--- src/source/mac_pkg.sv ---
`default_nettype none

package mac_pkg;

	localparam int PREAMBLE_LEN = 7;
	localparam logic [7:0] PREAMBLE_BYTE = 8'h55;
	localparam logic [7:0] SFD_BYTE = 8'hD5;
	localparam int ADDR_LEN = 6;
	localparam int TYPE_LEN = 2;
	localparam int HDR_LEN = 14;
	localparam int MIN_PAYLOAD = 46;
	localparam int FCS_LEN = 4;
	localparam int IFG_LEN = 12;
	localparam int FIFO_DEPTH = 2048;
	localparam int FIFO_AW = $clog2(FIFO_DEPTH);
	localparam int CNT_W = 11;
	// reflected form of 0x04C11DB7
	localparam logic [31:0] CRC_POLY = 32'hEDB88320;
	localparam logic [31:0] CRC_RESIDUE = 32'hC704DD7B;
	localparam logic [47:0] BROADCAST = 48'hFFFF_FFFF_FFFF;

	typedef logic [CNT_W-1:0] cnt_t;

	typedef struct packed {
		logic [47:0] dst;
		logic [47:0] src;
		logic [15:0] ethertype;
	} mac_hdr_t;

	typedef struct packed {
		logic [47:0] sta_addr;
		logic [47:0] tx_dst;
		logic [15:0] tx_type;
	} mac_cfg_t;

	typedef enum logic [3:0] {
		FLD_IDLE,
		FLD_PRE,
		FLD_SFD,
		FLD_DST,
		FLD_SRC,
		FLD_TYPE,
		FLD_PAY,
		FLD_PAD,
		FLD_FCS
	} tx_field_t;

	// APB byte offsets
	localparam logic [7:0] REG_STA_LO = 8'h00;
	localparam logic [7:0] REG_STA_HI = 8'h04;
	localparam logic [7:0] REG_DST_LO = 8'h08;
	localparam logic [7:0] REG_DST_HI = 8'h0C;
	localparam logic [7:0] REG_TYPE = 8'h10;
	localparam logic [7:0] REG_CTRL = 8'h14;
	localparam logic [7:0] REG_STATUS = 8'h18;
	localparam logic [7:0] REG_RX_SRC_LO = 8'h1C;
	localparam logic [7:0] REG_RX_SRC_HI = 8'h20;
	localparam logic [7:0] REG_RX_TYPE = 8'h24;
	localparam logic [7:0] REG_RX_GOOD = 8'h28;
	localparam logic [7:0] REG_RX_BAD = 8'h2C;

endpackage

`default_nettype wire

--- src/source/byte_counter.sv ---
`timescale 1ns/1ps
`default_nettype none

module byte_counter #(
	parameter int WIDTH = mac_pkg::CNT_W
) (
	input  logic             clk,
	input  logic             fsm_rst,
	input  logic             clear,
	input  logic             en,
	output logic [WIDTH-1:0] count
);

	// clear wins over en
	always_ff @(posedge clk) begin
		if (fsm_rst) begin
			count <= '0;
		end else if (clear) begin
			count <= '0;
		end else if (en) begin
			count <= count + 1'b1;
		end
	end

endmodule

`default_nettype wire

--- config.mk ---
export PLATFORM = sky130hd
export DESIGN_NAME = byte_counter
export DESIGN_NICKNAME = d
export VERILOG_FILES = /design/src/source/mac_pkg.sv /design/src/source/byte_counter.sv
export SDC_FILE = /design/constraint.sdc
export NUM_CORES = 1
export LEC_CHECK = 0
export ABC_AREA = 1
export BUFFER_PORTS_ARGS = -buffer_cell sky130_fd_sc_hd__buf_2
export CORE_AREA = 3 3 40 42
export CTS_CLUSTER_DIAMETER = 200
export DETAILED_ROUTE_END_ITERATION = 6
export DIE_AREA = 0 0 43 45
export MAX_ROUTING_LAYER = met4
export RECOVER_POWER = 25
export SETUP_SLACK_MARGIN = 0.02
export SLEW_MARGIN = 20
export SYNTH_ARGS = -nofsm -noshare
export SYNTH_HDL_FRONTEND = slang
export SYNTH_SLANG_ARGS = --single-unit
--- constraint.sdc ---
create_clock -name clk -period 2.25 [get_ports clk]
set_input_delay 0.45 -clock clk [delete_from_list [all_inputs] [get_ports clk]]
set_output_delay 0.45 -clock clk [all_outputs]
set_load 0.02 [all_outputs]
### Word-level counts from Yosys, hierarchy flattened

Cells that the tools add are included.

* logic and storage cells: 3
* output and inout port bits: 11
* register bits: 11

* reductions and logical operators: 1
* $add $sub $neg: 1

Operators by type and width (number)
* $add A11 B1 Y11 const B: 1
* $reduce_or A2 Y1: 1

### Depth between registers and ports, before layout

* word-level depth: 1
* gate-level depth with buffers: 6

### Least setup slack after synthesis

No wires, ideal clock.

* kind: reg2reg
* from: register count[0]
* to: register count[8]
* buffers on the path: 0
* data arrival time: 1.130 ns
* path slack: 1.005 ns
* cell stages (with the launch flop): 7
* library setup time: 0.115 ns
* required time: 2.135 ns
* path through: dfxtp_1 ha_1 nand2_1 nor2_4 nand3_1 nand2_1 nor2_1

* longest elaborated chain between the ends: 1

RTL lines
* start: declaration: line byte_counter.sv:11 `output logic [WIDTH-1:0] count`
* start signal: assignment: line byte_counter.sv:21 `count <= count + 1'b1;`
* $add A11 B1 Y11: line byte_counter.sv:21

Every way passes these cells.
A chain may end at the register's enable or synchronous reset.

### Worst setup path in the final report

* from: register count[3]
* to: output count[3]

No word-level cell between the ends.

==> out/results.ini <==
[run_status]
status = completed

[floorplan]
die_area_um2 = 1940
coreArea_um2 = 1280
std_cell_rows = 13
io_pins = 15
die_w_um = 43
die_y_um = 45
initial_core_util_pct = 41.4

[worst_hold_path]
whs_path_depth = 2
hold_end = count[0]$_SDFFE_PP0P_
hold_start = en
min_path_type = in2reg

[timing]
finalHoldViolCount = 0
report.final.slew_viol_count = 0
rsz0062_at_grt = no
finalClockSkew_ns = 0.00239
worstMarginPinSlew_ns = 0.606
finalCriticalPeriod_ns = 1.32
finalCritPeriodShare_pct = 58.5
tns_ns = 0
fmax_mhz = 760
relSlewSlack_pct = 59.4
setup_violations = 0

[setup_path]
worstPathArrival_ns = 0.87
path_cells = buf_2
path_buf_inv = 1
rr_worst_depth = 6
worst_r2r_endpoint = count[6]$_SDFFE_PP0P_
crit_type = reg2out
start_kind = flip-flop
r2r_start = count[0]$_SDFFE_PP0P_
path_max_fanout = 6
reg2reg_slack_ns = 1.05
critPathCaptureType = output port
required_ns = 1.80
critPathMaxStageDelay_ns = 0.41
cpMaxStageDelayCell = dfxtp_1
crit_family = flip-flops

[cts]
path_clk_slew_ns = 0.07
postCtsSetupRepairBufs = 0
hold_buffers = 0
cts_tree = yes
cts-htree-levels = 1
clock_path_buffers = 2
clk_latency_ns = 0.26
clkSinkCount = 11
clock-root-buffer = clkbuf_4
cts_buffers = 3
ctsResizeCount = 0

[power_and_ir_drop]
vdd_drop_max_mv = 0.291
p_sw_share_pct = 22.0
comb_power_share_pct = 4.8
seq_power_share_pct = 57.0
clkPwrFrac_pct = 38.2
p_leak_nw = 0.266
power_uw = 346
internal_power_uw = 270
p_switching_uw = 76.0
pwr_density_cell_nw_per_um2 = 551

[placement]
io_buffers = 14
post-dp-hpwl_um = 774
place_congestion = 0.736
dp_cells = 101

[global_routing]
grt_pass1_wl_mm = 1.59
grt-ovfl-total = 0
grt_use_total_pct = 11.5
antenna_found_initial = 0
grt_max_degree = 12
first_global_vias = 390

[synthesis]
synthCells = 73
syn_avg_cell_area_um2 = 7.28
synth-seq-area-share_pct = 41.4
yosysWarnings = 0
syn_nets = 78
synth_cell_types = 13
synth_area_um2 = 532
synth_seq_cells = 11

[finish]
fin_nets = 96
antenna_cells = 0
syn2layout_area_growth_pct = 18.1
layoutNonFillerInstCount = 105
top_register = count
largest_register_ffs = 11
final_util_pct = 48.9
fillers = 140
drive_above_1_share_pct = 24.4
reg_top3 = count: 11 flops
final_cell_mix = 14 x nand2_1, 14 x buf_2, 12 x nor2_1, 11 x dfxtp_1

[drt]
viasPerCell = 4.71
drc = 0
num_vias = 495
wire_per_inst_um = 9.58
wirelength_mm = 1.01
antenna_left = 0
first_pass_iters = 4
drt_iter0_drc = 11

[flow_run]
cap_violations = 0

[cell families after synthesis]
kind of cell	synth area share [%]
AO/OA/AOI/OAI	11.3
adder cells (fa/ha/maj)	2.35
buffers and inverters	6.35
flip-flops	41.4
AND/OR/NAND/NOR	38.6
[worst max-delay path by stage]
stage,startpoint,end,slack (ns),depth (start not counted)
finish,count[3]$_SDFFE_PP0P_,count[3],0.93,1
global route,count[0]$_SDFFE_PP0P_,count[0],0.88,1
CTS,count[3]$_SDFFE_PP0P_,count[3],0.92,1
detailed placement,en,count[5]$_SDFFE_PP0P_,1.04,6
global placement,en,count[5]$_SDFFE_PP0P_,1.05,6
floorplan,count[0]$_SDFFE_PP0P_,count[8]$_SDFFE_PP0P_,1.01,6
[cell usage after synthesis, drive strengths merged]
| cell | instances | area (um^2) |
|---|---|---|
| buf | 1 | 11.3 |
| nor3 | 1 | 5.00 |
| nand3 | 11 | 60.1 |
| dfxtp | 11 | 220 |
| ha | 1 | 12.5 |
| inv | 6 | 22.5 |
| nand2 | 14 | 52.6 |
| a21oi | 10 | 50.1 |
| nor2 | 16 | 87.6 |
| o21ai | 2 | 10.0 |
[power by group through the flow]
stage	Sequential, mW	Combinational [mW]	Clock (mW)
2_1_floorplan	0.203	0.0120	0
5_1_grt	0.197	0.0189	0.148
4_1_cts	0.197	0.0185	0.139
3_3_place_gp	0.202	0.0184	0
6_report	0.197	0.0167	0.132
3_5_place_dp	0.202	0.0186	0
[metal layers]
metal | global-route usage (%) | part of all wire (%) | vias to the layer above
met5 | - | 0 | -
met4 | 9.04 | 1.4 | 0
met3 | 2.39 | 4.8 | 2
met2 | 16.8 | 42 | 11
met1 | 13.8 | 51 | 207
li1 | - | - | 275
[area by class of cell]
type	instances	area [um^2]	area share (%)
multi-input combinational	55	270	43.0
sequential	11	220	35.1
timing repair buffer	14	70.1	11.2
clock buffer	4	26.3	4.18
inverter	6	22.5	3.59
tap	15	18.8	2.99
[through the flow]
step	setup WS [ns]	hold WS, ns	instance area [um^2]
floorplan	1.01	0.568	532
global placement	1.05	0.494	609
detailed placement	1.04	0.499	609
CTS	0.924	0.470	636
global route	0.882	0.519	628
finish	0.934	0.493	628
No activity file was read; power rests on OpenSTA's default activity.
