`config.mk`:
```
export PLATFORM = sky130hd
export DESIGN_NAME = apb_regs_flat
export DESIGN_NICKNAME = d
export VERILOG_FILES = /design/src/source/mac_pkg.sv /design/src/source/mac_if.sv /design/src/source/apb_regs.sv /design/src/flat_wrapper.sv
export SDC_FILE = /design/constraint.sdc
export NUM_CORES = 1
export LEC_CHECK = 0
export ABC_AREA = 0
export BUFFER_PORTS_ARGS = -buffer_cell sky130_fd_sc_hd__buf_2
export CAP_MARGIN = 5
export CORE_MARGIN = 4
export CORE_UTILIZATION = 57
export CTS_CLUSTER_DIAMETER = 50
export DETAILED_ROUTE_END_ITERATION = 6
export PLACE_DENSITY_LB_ADDON = 0.15
export SYNTH_ARGS = -nofsm -noshare
export SYNTH_HDL_FRONTEND = slang
export SYNTH_SLANG_ARGS = --single-unit
```
`constraint.sdc`:
```
create_clock -name clk -period 4.7 [get_ports clk]
set_input_delay 0.94 -clock clk [delete_from_list [all_inputs] [get_ports clk]]
set_output_delay 0.94 -clock clk [all_outputs]
set_load 0.02 [all_outputs]
```
`src/source/mac_pkg.sv`:
```
`default_nettype none

package mac_pkg;

	localparam int PREAMBLE_LEN = 7;
	localparam logic [7:0] PREAMBLE_BYTE = 8'h55;
	localparam logic [7:0] SFD_BYTE = 8'hD5;
	localparam int ADDR_LEN = 6;
	localparam int TYPE_LEN = 2;
	localparam int HDR_LEN = 14;
	localparam int MIN_PAYLOAD = 46;
	localparam int FCS_LEN = 4;
	localparam int IFG_LEN = 12;
	localparam int FIFO_DEPTH = 2048;
	localparam int FIFO_AW = $clog2(FIFO_DEPTH);
	localparam int CNT_W = 11;
	// reflected form of 0x04C11DB7
	localparam logic [31:0] CRC_POLY = 32'hEDB88320;
	localparam logic [31:0] CRC_RESIDUE = 32'hC704DD7B;
	localparam logic [47:0] BROADCAST = 48'hFFFF_FFFF_FFFF;

	typedef logic [CNT_W-1:0] cnt_t;

	typedef struct packed {
		logic [47:0] dst;
		logic [47:0] src;
		logic [15:0] ethertype;
	} mac_hdr_t;

	typedef struct packed {
		logic [47:0] sta_addr;
		logic [47:0] tx_dst;
		logic [15:0] tx_type;
	} mac_cfg_t;

	typedef enum logic [3:0] {
		FLD_IDLE,
		FLD_PRE,
		FLD_SFD,
		FLD_DST,
		FLD_SRC,
		FLD_TYPE,
		FLD_PAY,
		FLD_PAD,
		FLD_FCS
	} tx_field_t;

	// APB byte offsets
	localparam logic [7:0] REG_STA_LO = 8'h00;
	localparam logic [7:0] REG_STA_HI = 8'h04;
	localparam logic [7:0] REG_DST_LO = 8'h08;
	localparam logic [7:0] REG_DST_HI = 8'h0C;
	localparam logic [7:0] REG_TYPE = 8'h10;
	localparam logic [7:0] REG_CTRL = 8'h14;
	localparam logic [7:0] REG_STATUS = 8'h18;
	localparam logic [7:0] REG_RX_SRC_LO = 8'h1C;
	localparam logic [7:0] REG_RX_SRC_HI = 8'h20;
	localparam logic [7:0] REG_RX_TYPE = 8'h24;
	localparam logic [7:0] REG_RX_GOOD = 8'h28;
	localparam logic [7:0] REG_RX_BAD = 8'h2C;

endpackage

`default_nettype wire

```
`src/source/mac_if.sv`:
```
`timescale 1ns/1ps
`default_nettype none


// receive header and frame status
interface rx_stat_if;
	mac_pkg::mac_hdr_t hdr;
	logic              hdr_valid;
	logic              good;
	logic              bad;

	modport source (output hdr, hdr_valid, good, bad);
	modport sink   (input hdr, hdr_valid, good, bad);
endinterface

`default_nettype wire

```
`src/source/apb_regs.sv`:
```
`timescale 1ns/1ps
`default_nettype none

module apb_regs (
	input  logic              clk,
	input  logic              fsm_rst,
	input  logic [7:0]        paddr,
	input  logic              psel,
	input  logic              penable,
	input  logic              pwrite,
	input  logic [31:0]       pwdata,
	output logic [31:0]       prdata,
	output logic              pready,
	output logic              pslverr,
	output mac_pkg::mac_cfg_t cfg,
	output logic              start,
	input  logic              busy,
	rx_stat_if.sink           stat
);

	logic        access;
	logic        mapped;
	logic        wr_en;
	logic        rx_hdr_seen;
	logic [47:0] rx_src;
	logic [15:0] rx_type;
	logic [31:0] rx_good;
	logic [31:0] rx_bad;

	assign access = psel && penable;
	assign wr_en = access && pwrite && mapped;
	assign pready = 1'b1;
	assign pslverr = access && !mapped;

	always_comb begin
		mapped = 1'b1;
		prdata = '0;
		case (paddr)
			mac_pkg::REG_STA_LO: prdata = cfg.sta_addr[31:0];
			mac_pkg::REG_STA_HI: prdata = {16'h0000, cfg.sta_addr[47:32]};
			mac_pkg::REG_DST_LO: prdata = cfg.tx_dst[31:0];
			mac_pkg::REG_DST_HI: prdata = {16'h0000, cfg.tx_dst[47:32]};
			mac_pkg::REG_TYPE: prdata = {16'h0000, cfg.tx_type};
			mac_pkg::REG_CTRL: prdata = {31'd0, start};
			mac_pkg::REG_STATUS: prdata = {30'd0, rx_hdr_seen, busy};
			mac_pkg::REG_RX_SRC_LO: prdata = rx_src[31:0];
			mac_pkg::REG_RX_SRC_HI: prdata = {16'h0000, rx_src[47:32]};
			mac_pkg::REG_RX_TYPE: prdata = {16'h0000, rx_type};
			mac_pkg::REG_RX_GOOD: prdata = rx_good;
			mac_pkg::REG_RX_BAD: prdata = rx_bad;
			default: mapped = 1'b0;
		endcase
	end

	always_ff @(posedge clk) begin
		if (fsm_rst) begin
			cfg <= '0;
			start <= 1'b0;
			rx_hdr_seen <= 1'b0;
			rx_good <= '0;
			rx_bad <= '0;
		end else begin
			// start clears itself after one cycle
			start <= wr_en && (paddr == mac_pkg::REG_CTRL) && pwdata[0];
			if (wr_en) begin
				case (paddr)
					mac_pkg::REG_STA_LO: cfg.sta_addr[31:0] <= pwdata;
					mac_pkg::REG_STA_HI: cfg.sta_addr[47:32] <= pwdata[15:0];
					mac_pkg::REG_DST_LO: cfg.tx_dst[31:0] <= pwdata;
					mac_pkg::REG_DST_HI: cfg.tx_dst[47:32] <= pwdata[15:0];
					mac_pkg::REG_TYPE: cfg.tx_type <= pwdata[15:0];
					default: ;
				endcase
			end
			if (stat.hdr_valid) rx_hdr_seen <= 1'b1;
			if (stat.good) rx_good <= rx_good + 1'b1;
			if (stat.bad) rx_bad <= rx_bad + 1'b1;
		end
	end

	// last accepted header
	always_ff @(posedge clk) begin
		if (stat.hdr_valid) begin
			rx_src <= stat.hdr.src;
			rx_type <= stat.hdr.ethertype;
		end
	end

endmodule

`default_nettype wire

```
`src/flat_wrapper.sv`:
```
// flat-port wrapper written by rule: the top's interface ports become plain ports
module apb_regs_flat 
  (clk, fsm_rst, paddr, psel, penable, pwrite, pwdata, prdata, pready, pslverr, cfg, start, busy, stat_hdr, stat_hdr_valid, stat_good, stat_bad);
  rx_stat_if stat_i ();
  input  logic clk;
  input  logic fsm_rst;
  input  logic [7:0] paddr;
  input  logic psel;
  input  logic penable;
  input  logic pwrite;
  input  logic [31:0] pwdata;
  output logic [31:0] prdata;
  output logic pready;
  output logic pslverr;
  output mac_pkg::mac_cfg_t cfg;
  output logic start;
  input  logic busy;
  input wire logic [$bits(stat_i.hdr)-1:0] stat_hdr;
  input wire logic [$bits(stat_i.hdr_valid)-1:0] stat_hdr_valid;
  input wire logic [$bits(stat_i.good)-1:0] stat_good;
  input wire logic [$bits(stat_i.bad)-1:0] stat_bad;
  assign stat_i.hdr = stat_hdr;
  assign stat_i.hdr_valid = stat_hdr_valid;
  assign stat_i.good = stat_good;
  assign stat_i.bad = stat_bad;
  apb_regs u_core (.clk(clk), .fsm_rst(fsm_rst), .paddr(paddr), .psel(psel), .penable(penable), .pwrite(pwrite), .pwdata(pwdata), .prdata(prdata), .pready(pready), .pslverr(pslverr), .cfg(cfg), .start(start), .busy(busy), .stat(stat_i));
endmodule
```
=== After elaboration in Yosys (flattened, before gate mapping) ===
Index checks and enable logic that the tools add are counted.

* Equal/unequal tests: 11
* Muxes and demuxes: 2
* $add $sub $neg: 2
* Reductions and logical operators: 14

{| class="wikitable"
|+ Operators by type and width
! operator !! number
|-
| 32-bit one-hot mux with 12 select lines || 1
|-
| 32-bit by 1-bit adder with 32-bit output, second input constant || 2
|-
| 8-bit by 5-bit == test with 1-bit output, second input constant || 4
|-
| 8-bit by 6-bit == test with 1-bit output, second input constant || 4
|-
| 8-bit by 4-bit == test with 1-bit output, second input constant || 2
|-
| 12-bit OR reduction || 1
|-
| 2-bit AND reduction || 5
|-
| 8-bit by 3-bit == test with 1-bit output, second input constant || 1
|-
| 8-bit zero test || 1
|-
| 1-bit logical AND || 6
|-
| 1-bit zero test || 1
|-
| 1-bit two-way mux || 1
|}

* Word-level logic and storage cells: 40
* Register bits after elaboration: 242

=== Depth between registers and ports, before layout ===
* Word-level depth: 6
* Depth in mapped cells: 8
* Mapped depth without buffers: 5

=== Worst setup path before layout ===
No wires, ideal clock.

* Path type: input to output
* Start: input paddr[1]
* End: output prdata[16]
* Setup slack: 1017 ps
* Cell stages on the path: 5
* Arrival: 2743 ps
* Data required time: 3760 ps
* Buffers on the path: 2
* Cells stage by stage: clkbuf_1 nor4_1 clkbuf_1 a22oi_1 o21ai_0

* Cells in the longest elaborated chain, start to end: 2
* Elaborated cells between the ends (all ways): 13
* Those cells by class: eq/ne: 11; mux: 1; reduce/logical: 1

{| class="wikitable"
|+ Ends and longest elaborated chain
! item !! line !! source
|-
| start, declared || flat_wrapper.sv:7 || <nowiki>input logic [7:0] paddr;</nowiki>
|-
| 8-bit by 6-bit == test with 1-bit output (tied with other cells) || apb_regs.sv:38 || <nowiki>case (paddr)</nowiki>
|-
| 32-bit one-hot mux with 12 select lines (*) || apb_regs.sv:38 ||
|-
| end, declared || flat_wrapper.sv:12 || <nowiki>output logic [31:0] prdata;</nowiki>
|}

Mark *: on every way between the ends. The rest lies on a longest branch, timed or not.

=== Worst setup path after layout ===
* Start: input paddr[5]
* End: output prdata[10]

Same word-level chain as after synthesis.

==> results_dict.tcl <==
set metrics [dict create \
    status "completed" \
    r2r-start "u_core.rx_good[12]" \
    ys_warn_count 0 \
    post-route-drc-count 0 \
    finClkSkew_ps 8.69 \
    synth_edf_count 64 \
    grt_usage 0.317 \
    slew_violations 0 \
    clkPwrFrac 0.478 \
    synthArstFlopShare 0 \
    die-width_um 150 \
    numClockSinks 242 \
    grt_pass1_wl_um 55800 \
    drive_above_1_share 0.257 \
    gp_congestion 0.934 \
    internal_power_w 0.00368 \
    power_frac_seq 0.467 \
    cts_hold_buf 0 \
    drv_cap 0 \
    crit_top_cell "buf_2" \
    grt_pass1_vias 10084 \
    synth_seq_cells 242 \
    die_y_um 150 \
    syn_avg_cell_area_um2 9.93 \
    tightest_slew_ps 897 \
    detail_route.wirelength_um 37100 \
    syn_nets 1318 \
    numPortBuffers 258 \
    syn_to_final_growth_pct 21.9 \
    worst_setup_path_end_kind "output port" \
    cp.arrival_ps 3250 \
    startpoint_type "input pin" \
    worstHoldPathCells 2 \
    drt_iter0_markers 1020 \
    hp-start "u_core.cfg[75]" \
    crit_type "input pin to output port" \
    yosysSeqAreaShare 0.478 \
    ff2ff_setup_slack_ps 2390 \
    slowest_delay_ps 780 \
    die_area_um2 22500 \
    min_period_ps 4190 \
    clk_path_buf_depth 3 \
    post_cts.repair.setup_buffers 0 \
    dr.pass1.iters 7 \
    fmax_mhz 238 \
    worstHoldEndpoint "u_core.cfg[75]" \
    post_drt_via_cell_ratio 6.36 \
    root_buffer "clkbuf_16" \
    critPathSlowestCell "or4b_2" \
    p_leak_nw 5.55 \
    final_nets 1547 \
    ir_worst_vdd_v 0.000357 \
    hold_path_class "register to register" \
    ant_nets 0 \
    dpl.hpwl_um 26300 \
    p_sw_w 0.00106 \
    wire_per_inst_um 22.2 \
    combPwrFrac 0.055 \
    grt_max_degree 91 \
    clkTransAtPathRegs_ps 60 \
    rows 51 \
    start_util 0.584 \
    core_um2 19700 \
    holdWs_ps 484 \
    crit_fanout 16 \
    hold_viol 0 \
    ctsResizeCount 0 \
    r2r_end "u_core.rx_good[21]" \
    p_per_area_nw_per_um2 339 \
    p_sw_frac 0.224 \
    syn_area_um2 11500 \
    finalSetupViolations 0 \
    worstSkewPairLatency_ps 540 \
    htree_levels 1 \
    required_ps 3760 \
    cts_tree "built" \
    pin_count 308 \
    rr_worst_depth 4 \
    fin_crit_sh 0.892 \
    overflow 0 \
    ys.flop_type "dfxtp_1" \
    cts_buffers 28 \
    antenna_found_initial 2 \
    synth_cell_types 59 \
    via_count 10627 \
    rsz0062_at_grt "no" \
    nFillCells 1516 \
    maxSlewHeadroom 0.400 \
    syn_inst 1155 \
    path_cells "buf_2, or4b_2, nor2_1, a22oi_1, o211ai_1, buf_2" \
    setup_tns_ps 0 \
]
cells in the final DEF, fill, tap and decap left out, types with 10 or more instances in the layout:
master	count
edfxtp_1	64
xor2_1	10
nor2_1	41
nand3_1	49
xnor2_1	13
or4_1	27
nand2_1	47
clkbuf_16	29
o31ai_1	24
mux2i_1	105
a22oi_1	48
o21ai_0	63
dfxtp_1	178
buf_4	29
or3_1	17
inv_1	14
a22o_1	21
nand4_1	23
nand2b_1	113
buf_2	257
a21oi_1	76
Yosys cell counts, types with 7 or more instances:
library cell  instances  area share
a21oi_1              76       0.033
nor4_1                8      0.0044
nor3_1                7      0.0031
a22o_1               21       0.016
dfxtp_1             178        0.31
or3_1                17      0.0093
nand4_1              23       0.013
o221ai_1              9      0.0069
mux2i_1             105       0.092
xnor2_1              13      0.0099
nand2_1              47       0.015
a22oi_1              48       0.031
and4_1                8      0.0061
inv_1                14      0.0046
or4_1                27       0.018
nor2_1               42       0.014
nor2b_1               8      0.0044
nand2b_1            113       0.062
clkbuf_1             63       0.021
nand3_1              49       0.021
o21ai_0              63       0.027
and2_1                7      0.0038
edfxtp_1             64        0.17
xor2_1               10      0.0076
o31ai_1              24       0.016
buf_2                14      0.0061
worst max-delay path: cells and delay by family:
kind            cells  cell delay, ps
buf+inv             2             570
compound gates      2             380
simple gates        2            1360
layer usage:
metal / vias up / GRT usage / routed length [um]
met3: 105 / 0.0684 / 4060
met2: 637 / 0.505 / 16900
met4: 4 / 0.124 / 1350
li1: 4806 / - / -
met1: 5075 / 0.424 / 14800
met5: - / 0 / 27
power by group through the flow:
stage	clock (W)	combinational, W	sequential, W
after CTS	0.00228	0.000252	0.00222
after global placement	0	0.000247	0.00226
after global routing	0.00237	0.000274	0.00222
final	0.00227	0.000259	0.00222
after floorplan	0	0.000130	0.00225
after detailed placement	0	0.000250	0.00226
sequential cells by signal, summed over array words and instances, names as in the netlist:
signal and flops:
u_core.cfg 112, u_core.rx_src 48, u_core.rx_bad 32, u_core.rx_good 32, u_core.rx_type 16, u_core.rx_hdr_seen 1, u_core.start 1
cells by family (layout without fill, tap and decap cells):
| family | Yosys count | after routing | share of synthesized area |
|---|---|---|---|
| AO/OA/AOI/OAI | 289 | 289 | 0.168 |
| XOR/XNOR | 23 | 23 | 0.0176 |
| adder cells (fa/ha/maj) | 2 | 2 | 0.00218 |
| buffers and inverters | 102 | 353 | 0.0369 |
| flip-flops | 242 | 242 | 0.478 |
| multiplexers | 113 | 113 | 0.102 |
| other | 1 | 2 | 0.000327 |
| AND/OR/NAND/NOR | 383 | 383 | 0.195 |
through the flow:
stage / util / worst slack (ps) / power (W) / instances / cell area, um2
finish: 0.712 / 506 / 0.00475 / 1672 / 14000
global route: 0.711 / 489 / 0.00486 / 1671 / 14000
CTS: 0.711 / 609 / 0.00474 / 1671 / 14000
detailed placement: 0.662 / 657 / 0.00251 / 1619 / 13000
global placement: 0.662 / 659 / 0.00251 / 1619 / 13000
floorplan: - / 1020 / 0.00238 / 1155 / 11500
area by class of cell:
cell class / count / area (um2) / share of cell area
Antenna cell: 1 / 2.50 / 0.000179
Multi-Input combinational cell: 811 / 5610 / 0.401
Timing Repair Buffer: 287 / 1520 / 0.109
Clock inverter: 12 / 150 / 0.0107
Clock buffer: 40 / 827 / 0.0591
Sequential cell: 242 / 5490 / 0.392
Inverter: 14 / 52.6 / 0.00376
Tap cell: 265 / 332 / 0.0237
worst max path at each step:
stage / from / to / slack (ps) / cells after the start
2_1_floorplan: paddr[1] / prdata[16] / 1020 / 5
3_3_place_gp: paddr[5] / prdata[10] / 660 / 6
3_5_place_dp: paddr[5] / prdata[10] / 660 / 6
4_1_cts: paddr[5] / prdata[10] / 610 / 6
5_1_grt: paddr[5] / prdata[10] / 490 / 6
6_report: paddr[5] / prdata[10] / 510 / 6
No activity file was read; power rests on OpenSTA's default activity.
