## src/source/mac_pkg.sv

```systemverilog
`default_nettype none

package mac_pkg;

	localparam int PREAMBLE_LEN = 7;
	localparam logic [7:0] PREAMBLE_BYTE = 8'h55;
	localparam logic [7:0] SFD_BYTE = 8'hD5;
	localparam int ADDR_LEN = 6;
	localparam int TYPE_LEN = 2;
	localparam int HDR_LEN = 14;
	localparam int MIN_PAYLOAD = 46;
	localparam int FCS_LEN = 4;
	localparam int IFG_LEN = 12;
	localparam int FIFO_DEPTH = 2048;
	localparam int FIFO_AW = $clog2(FIFO_DEPTH);
	localparam int CNT_W = 11;
	// reflected form of 0x04C11DB7
	localparam logic [31:0] CRC_POLY = 32'hEDB88320;
	localparam logic [31:0] CRC_RESIDUE = 32'hC704DD7B;
	localparam logic [47:0] BROADCAST = 48'hFFFF_FFFF_FFFF;

	typedef logic [CNT_W-1:0] cnt_t;

	typedef struct packed {
		logic [47:0] dst;
		logic [47:0] src;
		logic [15:0] ethertype;
	} mac_hdr_t;

	typedef struct packed {
		logic [47:0] sta_addr;
		logic [47:0] tx_dst;
		logic [15:0] tx_type;
	} mac_cfg_t;

	typedef enum logic [3:0] {
		FLD_IDLE,
		FLD_PRE,
		FLD_SFD,
		FLD_DST,
		FLD_SRC,
		FLD_TYPE,
		FLD_PAY,
		FLD_PAD,
		FLD_FCS
	} tx_field_t;

	// APB byte offsets
	localparam logic [7:0] REG_STA_LO = 8'h00;
	localparam logic [7:0] REG_STA_HI = 8'h04;
	localparam logic [7:0] REG_DST_LO = 8'h08;
	localparam logic [7:0] REG_DST_HI = 8'h0C;
	localparam logic [7:0] REG_TYPE = 8'h10;
	localparam logic [7:0] REG_CTRL = 8'h14;
	localparam logic [7:0] REG_STATUS = 8'h18;
	localparam logic [7:0] REG_RX_SRC_LO = 8'h1C;
	localparam logic [7:0] REG_RX_SRC_HI = 8'h20;
	localparam logic [7:0] REG_RX_TYPE = 8'h24;
	localparam logic [7:0] REG_RX_GOOD = 8'h28;
	localparam logic [7:0] REG_RX_BAD = 8'h2C;

endpackage

`default_nettype wire

```

## src/source/crc32.sv

```systemverilog
`timescale 1ns/1ps
`default_nettype none

module crc32 (
	input  logic        clk,
	input  logic        fsm_rst,
	input  logic        clear,
	input  logic [7:0]  d,
	input  logic        v,
	output logic [31:0] crc,
	output logic        ok
);

	logic [31:0] crc_nxt;
	logic [31:0] crc_rev;

	// one byte, lsb first
	always_comb begin
		crc_nxt = crc;
		for (int i = 0; i < 8; i++) begin
			if (crc_nxt[0] ^ d[i]) begin
				crc_nxt = (crc_nxt >> 1) ^ mac_pkg::CRC_POLY;
			end else begin
				crc_nxt = crc_nxt >> 1;
			end
		end
	end

	always_ff @(posedge clk) begin
		if (fsm_rst || clear) begin
			crc <= '1;
		end else if (v) begin
			crc <= crc_nxt;
		end
	end

	// residue constant is in normal bit order
	assign crc_rev = {<<{crc}};
	assign ok = (crc_rev == mac_pkg::CRC_RESIDUE);

endmodule

`default_nettype wire

```

## config.mk

```make
export PLATFORM = sky130hd
export DESIGN_NAME = crc32
export DESIGN_NICKNAME = d
export VERILOG_FILES = /design/src/source/mac_pkg.sv /design/src/source/crc32.sv
export SDC_FILE = /design/constraint.sdc
export NUM_CORES = 1
export LEC_CHECK = 0
export BUFFER_PORTS_ARGS = -buffer_cell sky130_fd_sc_hd__clkbuf_2
export CAP_MARGIN = 20
export CORE_MARGIN = 3
export CORE_UTILIZATION = 32
export DETAILED_ROUTE_END_ITERATION = 10
export GPL_TIMING_DRIVEN = 0
export MAX_ROUTING_LAYER = met4
export PLACE_DENSITY = 0.49
export SLEW_MARGIN = 15
export SYNTH_ARGS = -nofsm -noshare
export SYNTH_HDL_FRONTEND = slang
export SYNTH_SLANG_ARGS = --single-unit
export TNS_END_PERCENT = 10
```

## constraint.sdc

```tcl
create_clock -name clk -period 2.9 [get_ports clk]
set_clock_uncertainty 0.2 [all_clocks]
set_input_delay 0.29 -clock clk [delete_from_list [all_inputs] [get_ports clk]]
set_output_delay 0.29 -clock clk [all_outputs]
set_load 0.01 [all_outputs]
```

# Word level (Yosys, flattened, before mapping)
# Cells that the tools add are included.
dict set report totals {
  ff_bits 32
  wordCells 27
}
dict set report op_classes {
  reduce_logical 1
  muxes 8
  n_bitwise 16
  eq_ne 1
}
# cell n
set ops {}
lappend ops {{32-bit two-way mux} 8}
lappend ops {{13-bit inverter with 14-bit output} 8}
lappend ops {{32-bit equality test (second input constant)} 1}
lappend ops {{1-bit XOR} 8}
lappend ops {{1-bit logical OR} 1}

# Depth between registers and ports, before layout
# Gate-level depths: netlist of the first run.
dict set report logic_depth {
  word_depth 16
  mapped_depth 6
  depth_no_buf 5
}

# Least setup slack after synthesis of the first run
# No wires, ideal clock.
dict set report synth_timing {
  kind {reg2reg}
  startpoint {register crc[0]}
  endpoint {register crc[19]}
  setup_ns 0.127
  synth_period_minus_slack_ns 2.026
  stages_incl_launch_ff 6
  t_required_ns 2.573
  setup_slack_ns 0.874
  t_arrival_ns 1.699
  cell_sequence {dfxtp_1 xnor2_2 xnor2_4 xnor3_1 xor2_1 o21ai_1}
}
dict set report synth_between {
  elab_chain_len 14
}
# element line_no
set synth_rtl {}
lappend synth_rtl {{start, declared} crc32.sv:10} ;# output logic [31:0] crc,
lappend synth_rtl {{start signal, assigned} crc32.sv:33} ;# crc <= crc_nxt;
lappend synth_rtl {{1-bit XOR (*)} crc32.sv:21} ;# if (crc_nxt[0] ^ d[i]) begin
lappend synth_rtl {{32-bit two-way mux (*) (2 in series)} crc32.sv:21}
lappend synth_rtl {{13-bit inverter with 14-bit output (no source line)} n/a}
lappend synth_rtl {{32-bit two-way mux (*)} crc32.sv:21}
lappend synth_rtl {{13-bit inverter with 14-bit output (no source line)} n/a}
lappend synth_rtl {{32-bit two-way mux (*) (2 in series)} crc32.sv:21}
lappend synth_rtl {{13-bit inverter with 14-bit output (no source line)} n/a}
lappend synth_rtl {{32-bit two-way mux (*)} crc32.sv:21}
lappend synth_rtl {{13-bit inverter with 14-bit output (no source line)} n/a}
lappend synth_rtl {{32-bit two-way mux (*)} crc32.sv:21}
lappend synth_rtl {{13-bit inverter with 14-bit output (no source line)} n/a}
lappend synth_rtl {{32-bit two-way mux (*)} crc32.sv:21}
# Mark *: on every way between the ends. The rest lies on a longest branch, timed or not.
# A chain may end at the register's enable or synchronous reset.

# Worst setup path after layout of the first run
dict set report layout_timing {
  startpoint {register crc[24]}
  endpoint {output port ok}
}
dict set report layout_between {
  elab_chain_len 1
}
# element line_no
set layout_rtl {}
lappend layout_rtl {{32-bit equality test} crc32.sv:39} ;# assign ok = (crc_rev == mac_pkg::CRC_RESIDUE);
lappend layout_rtl {{end, declared} crc32.sv:11} ;# output logic ok
# No other way between the ends.

==> flow_summary.json, run 1 <==
{
  "status": "finished, final reports clean",
  "ir_drop_mv": 0.215,
  "worst_pin_slew_ns": 0.646,
  "grt_max_degree": 11,
  "synth-seq-cells": 32,
  "grt_pass1_wl_um": 8610,
  "clock_latency_ns": 0.30,
  "cts_root_buf": "clkbuf_8",
  "dp_hpwl_um": 4130,
  "ys_warn_count": 0,
  "vias": 1578,
  "ant_nets": 0,
  "cts_tree": "done",
  "grt-ovfl-total": 0,
  "vias_per_cell": 4.78,
  "io_pins": 45,
  "cts.sinks": 32,
  "drc": 0,
  "drv_cap": 0,
  "grtUsageTotal_pct": 16.3,
  "wire_per_inst_um": 16.6,
  "synth_largest_area_cell": "dfxtp_1",
  "synth_ff_type": "dfxtp_1",
  "worstPathArrival_ns": 1.90,
  "grt_pass1_vias": 1573,
  "maxSlewViolCount": 0,
  "relSlewSlack_pct": 56.8,
  "cts_hold_buf": 0,
  "largest-register": "crc",
  "postSynthAreaPerCell_um2": 9.27,
  "layout_commonest_cell": "clkbuf_2",
  "top_regs": "crc x32",
  "p_leak_nw": 0.947,
  "syn_to_final_growth_pct": 19.9,
  "finish.net_count": 270,
  "max_freq_mhz": 418,
  "io_buffers": 43,
  "yosysSeqAreaShare_pct": 33.2,
  "layout_min_cycle_time_ns": 2.39,
  "p_total_w": 0.00149,
  "synth_top_area_share_pct": 33.2,
  "ctsResizeCount": 0,
  "syn_area_mm2": 0.00193,
  "htreeDepth": 2,
  "start_util_pct": 34.0,
  "core_area_mm2": 0.00568,
  "synth_nets": 220,
  "final_cell_mix": "clkbuf_2 (43), xnor2_1 (35), dfxtp_1 (32)",
  "antenna-diode-count": 0,
  "cts_setup_buffers": 0,
  "layout.area.seq_um2": 641,
  "crit_required_ns": 2.41,
  "drtIter0Drc": 56,
  "post-route-period-util_pct": 82.4,
  "path_clk_slew_ns": 0.07,
  "cp-end-kind": "output port",
  "drt-total-wl_um": 5470,
  "dieHeight_um": 83.6,
  "antenna_found_initial": 0,
  "fillers": 609,
  "gp_congestion": 0.846,
  "setup_violations": 0,
  "critPathLaunchType": "register",
  "crit_path_max_incr_delay_ns": 0.48,
  "numCtsBuffers": 5,
  "largest_reg_flops": 32,
  "critical_path_class": "register to output port",
  "crit_slowest_cell": "or4_1",
  "cp_max_fo": 5,
  "postSynthCellCount": 208,
  "tns_ns": 0,
  "synth_edf_count": 0,
  "rows": 27,
  "power_density_mw_per_mm2": 643,
  "multiInputGateArea_mm2": 0.00124,
  "cts_buffer_depth": 2,
  "async_flop_share_pct": 0,
  "synth.distinct_cells": 31,
  "hold_class": "input pin to register",
  "crit_path_cell_trace": "nand4bb_1 -> or4_1 -> nor4_1 -> clkbuf_2",
  "drtPass1Iterations": 4,
  "die_area_mm2": 0.00699,
  "drive_gt1_share_pct": 23.3,
  "dieWidth_um": 83.6,
  "rsz0062_at_grt": "no",
  "finalHoldViolations": 0,
  "synth.area.top_cells": "dfxtp_1 (33%), xnor2_1 (16%), xor2_1 (7.3%)"
}
worst max-delay path: cells and delay by family (launching register included):
family,cells,cell delay (ns)
buffers and inverters,1,0.20
flip-flops,1,0.36
AND/OR/NAND/NOR,3,1.05
cell usage after synthesis, types with 3 or more instances:
master and number:
xnor2_1 35, xor2_1 16, nand2_1 22, clkbuf_1 10, a211o_1 3, xnor2_2 6, o211ai_1 9, nor4b_1 3
dfxtp_1 32, xnor3_1 3, o21ai_0 16, nor2_1 25
where the power goes:
part / switching, W / total (W) / internal [W]
logic: 0.000334 / 0.000623 / 0.000289
registers: 0.0000496 / 0.000526 / 0.000477
clock network: 0.000174 / 0.000337 / 0.000163
kinds of logic after synthesis:
logic type      share of synthesized area (%)
xor+xnor                                 37.5
simple gates                             15.8
compound gates                           11.1
flops                                    33.2
buf+inv                                  2.34
through the flow:
step | std cells | utilization, % | instance area, um^2 | hold WS [ns] | worst slack [ns]
6_report | 330 | 40.7 | 2310 | 0.157 | 0.510
5_1_grt | 330 | 40.7 | 2310 | 0.168 | 0.427
4_1_cts | 330 | 40.7 | 2310 | 0.156 | 0.517
3_5_place_dp | 323 | 39.4 | 2230 | 0.326 | 0.570
3_3_place_gp | 323 | 39.4 | 2230 | 0.309 | 0.544
2_1_floorplan | 208 | - | 1930 | 0.268 | 0.874
metal layers:
layer	vias to the layer above	GRT usage [%]	wire length, um
li1	795	-	-
met1	738	21.7	2690
met2	39	24.9	2470
met3	6	4.44	263
met4	0	3.07	48
met5	-	-	0
path summary, 6_finish.rpt:
path,start,to,slack [ns],cells past startpoint
worst max-delay path,crc[24],ok,0.51,4
worst max register to register,crc[4],crc[21],0.61,5
worst min-delay path,fsm_rst,crc[3],0.16,3
worst min register to register,crc[8],crc[8],0.34,1
final cells by class:
class,instances,area share [%]
Multi-Input combinational cell,164,53.8
Sequential cell,32,27.7
Timing Repair Buffer,43,9.31
Tap cell,72,3.90
Clock buffer,6,3.14
Buffer,10,1.62
Inverter,2,0.325
Clock inverter,1,0.217
(Power assumes the default switching activity.)
==> run 2, diff against run 1 <==
--- a/config.mk
+++ b/config.mk
@@ -5,6 +5,7 @@
 export SDC_FILE = /design/constraint.sdc
 export NUM_CORES = 1
 export LEC_CHECK = 0
+export ABC_AREA = 1
 export BUFFER_PORTS_ARGS = -buffer_cell sky130_fd_sc_hd__clkbuf_2
 export CAP_MARGIN = 20
 export CORE_MARGIN = 3
@@ -12,7 +13,7 @@
 export DETAILED_ROUTE_END_ITERATION = 10
 export GPL_TIMING_DRIVEN = 0
 export MAX_ROUTING_LAYER = met4
-export PLACE_DENSITY = 0.49
+export PLACE_DENSITY = 0.48
 export SLEW_MARGIN = 15
 export SYNTH_ARGS = -nofsm -noshare
 export SYNTH_HDL_FRONTEND = slang
==> constraint.sdc (replaced) <==
create_clock -name clk -period 2.31 [get_ports clk]
set_clock_uncertainty 0.2 [all_clocks]
set_input_delay 0.231 -clock clk [delete_from_list [all_inputs] [get_ports clk]]
set_output_delay 0.231 -clock clk [all_outputs]
set_load 0.01 [all_outputs]
==> run 2 against run 1 <==
Sequential share of layout area decreased by 5.7 points. Largest cell class unchanged. Worst setup slack got worse by 0.21 ns. Highest routed layer unchanged. Global-route usage increased by 4.4 points.
==> flow_summary.json, run 2 <==
{
  "status": "finished, final reports clean",
  "dp_hpwl_um": 6390,
  "ant_nets": 0,
  "p_sw_w": 0.000683,
  "crit_slowest_cell": "dfxtp_1",
  "switching_share_pct": 38.0,
  "cp-end-kind": "output port",
  "hold_class": "input pin to register",
  "io_pins": 45,
  "synth_top_area_share_pct": 26.0,
  "cts_buffer_depth": 2,
  "dieWidth_um": 93.7,
  "path_clk_slew_ns": 0.07,
  "critPathLaunchType": "register",
  "layout_commonest_cell": "nand2_1",
  "synth.most_common_cell": "nand2_1",
  "cts_root_buf": "clkbuf_8",
  "p_leak_nw": 1.55,
  "cts_setup_buffers": 0,
  "final_cell_area_mm2": 0.00292,
  "antenna_found_initial": 0,
  "synth_largest_area_cell": "dfxtp_1",
  "start_util_pct": 33.4,
  "antenna-diode-count": 0,
  "cts.sinks": 32,
  "worst_pin_slew_ns": 0.645,
  "layout_min_cycle_time_ns": 2.01,
  "final_core_util_pct": 39.6,
  "finalHoldViolations": 0,
  "yosysSeqAreaShare_pct": 26.0,
  "numCtsBuffers": 5,
  "clock_latency_ns": 0.29,
  "syn_area_mm2": 0.00246,
  "drtIter0Drc": 136,
  "rsz0062_at_grt": "no",
  "largest-register": "crc",
  "grt_pass1_vias": 2527,
  "critical_path_class": "register to output port",
  "power_density_mw_per_mm2": 617,
  "ir_drop_mv": 0.248,
  "seqPwrFrac_pct": 34.9,
  "async_flop_share_pct": 0,
  "tns_ns": 0,
  "maxSlewViolCount": 0,
  "synth_common_cells": "nand2_1 (164), nand3_1 (37), dfxtp_1 (32), inv_1 (32), a21oi_1 (29)",
  "crit_required_ns": 1.88,
  "postSynthAreaPerCell_um2": 6.10,
  "drv_cap": 0,
  "post-route-period-util_pct": 87.1,
  "syn_to_final_growth_pct": 18.3,
  "die_area_mm2": 0.00879,
  "rows": 31,
  "synth_ff_type": "dfxtp_1",
  "holdPathStages": 3,
  "largest_reg_flops": 32,
  "synth_nets": 416,
  "p_int_w": 0.00111,
  "grt-ovfl-total": 0,
  "relSlewSlack_pct": 57.0,
  "postSynthCellCount": 404,
  "crit_path_max_incr_delay_ns": 0.41,
  "dieHeight_um": 93.7,
  "grt_max_degree": 11,
  "place_area_mm2": 0.00281,
  "top_regs": "crc x32",
  "wire_per_inst_um": 15.1,
  "synth-seq-cells": 32,
  "grtUsageTotal_pct": 20.7,
  "grt_pass1_wl_um": 13500,
  "synth.area.top_cells": "dfxtp_1 (26%), nand2_1 (25%), nand3_1 (7.5%)",
  "cts_hold_buf": 0,
  "setup_violations": 0,
  "htreeDepth": 2,
  "r2r_slack_ns": 0.50,
  "rr_worst_depth": 11,
  "cp_max_fo": 4,
  "synth.distinct_cells": 30,
  "vias_per_cell": 4.87,
  "drive_gt1_share_pct": 21.3,
  "final_cell_mix": "nand2_1 (164), clkbuf_2 (44), nand3_1 (37)",
  "gp_congestion": 0.876,
  "clock_power_share_pct": 30.7,
  "vias": 2704,
  "drc": 0,
  "max_freq_mhz": 497,
  "core_area_mm2": 0.00737,
  "combPwrFrac_pct": 34.3,
  "synth_edf_count": 0,
  "io_buffers": 44,
  "ys_warn_count": 0,
  "ctsResizeCount": 0,
  "cts_tree": "done",
  "drtPass1Iterations": 4,
  "finish.net_count": 467,
  "worstPathArrival_ns": 1.58,
  "layout.area.seq_um2": 641,
  "multiInputGateArea_mm2": 0.00163,
  "fillers": 831,
  "crit_path_cell_trace": "inv_1 -> nor4_1 -> nand3_1 -> nor2_1 -> clkbuf_2",
  "drt-total-wl_um": 8410
}
run 2: layout make-up:
cell class	count	area share (%)
buffer	9	1.50
sequential	32	22.0
clock inverter	2	1.20
multi-input combinational	323	55.8
inverter	40	5.24
timing repair buffer	44	7.55
clock buffer	6	2.49
tap	99	4.25
run 2: path summary, 6_finish.rpt:
| check | from | endpoint |
|---|---|---|
| hold / removal | fsm_rst | crc[27] |
| hold reg to reg | crc[22] | crc[22] |
| setup / recovery | crc[26] | ok |
| setup reg to reg | crc[4] | crc[17] |
run 2: worst max-delay path, delay by kind of cell (launching register included):
family | cells | cell delay, ns
AND/OR/NAND/NOR | 3 | 0.64
flip-flops | 1 | 0.41
buffers and inverters | 2 | 0.24
run 2: metal layers:
metal	up-vias	global-route usage, %	share of wire [%]
li1	1392	-	-
met1	1235	27.8	48
met2	62	31.6	45
met3	15	3.21	4.5
met4	0	6.86	1.9
met5	-	-	0
run 2: power groups by stage:
stage / Clock [W] / Sequential, W / Combinational, W
floorplan: 0 / 0.000644 / 0.000435
global placement: 0 / 0.000640 / 0.000610
detailed placement: 0 / 0.000641 / 0.000616
CTS: 0.000570 / 0.000628 / 0.000619
global route: 0.000588 / 0.000634 / 0.000702
finish: 0.000552 / 0.000628 / 0.000617
run 2: cells by family (layout without fill, tap and decap cells):
kind of cell / after synthesis / in the layout / share of synthesized area, %
AOI/OAI and AO/OA: 43 / 43 / 9.29
xor gates and xnor gates: 25 / 25 / 9.50
buffers and inverters: 49 / 101 / 7.97
and+or+nand+nor: 255 / 255 / 47.2
DFF: 32 / 32 / 26.0
run 2: stage by stage:
step	worst slack [ns]	hold WS [ns]	total power [W]	cells
final	0.299	0.0510	0.00180	555
after global routing	0.192	0.0816	0.00192	555
after global placement	0.479	0.281	0.00125	547
after floorplan	0.791	0.175	0.00108	404
after detailed placement	0.458	0.292	0.00126	547
after CTS	0.263	0.0482	0.00182	555
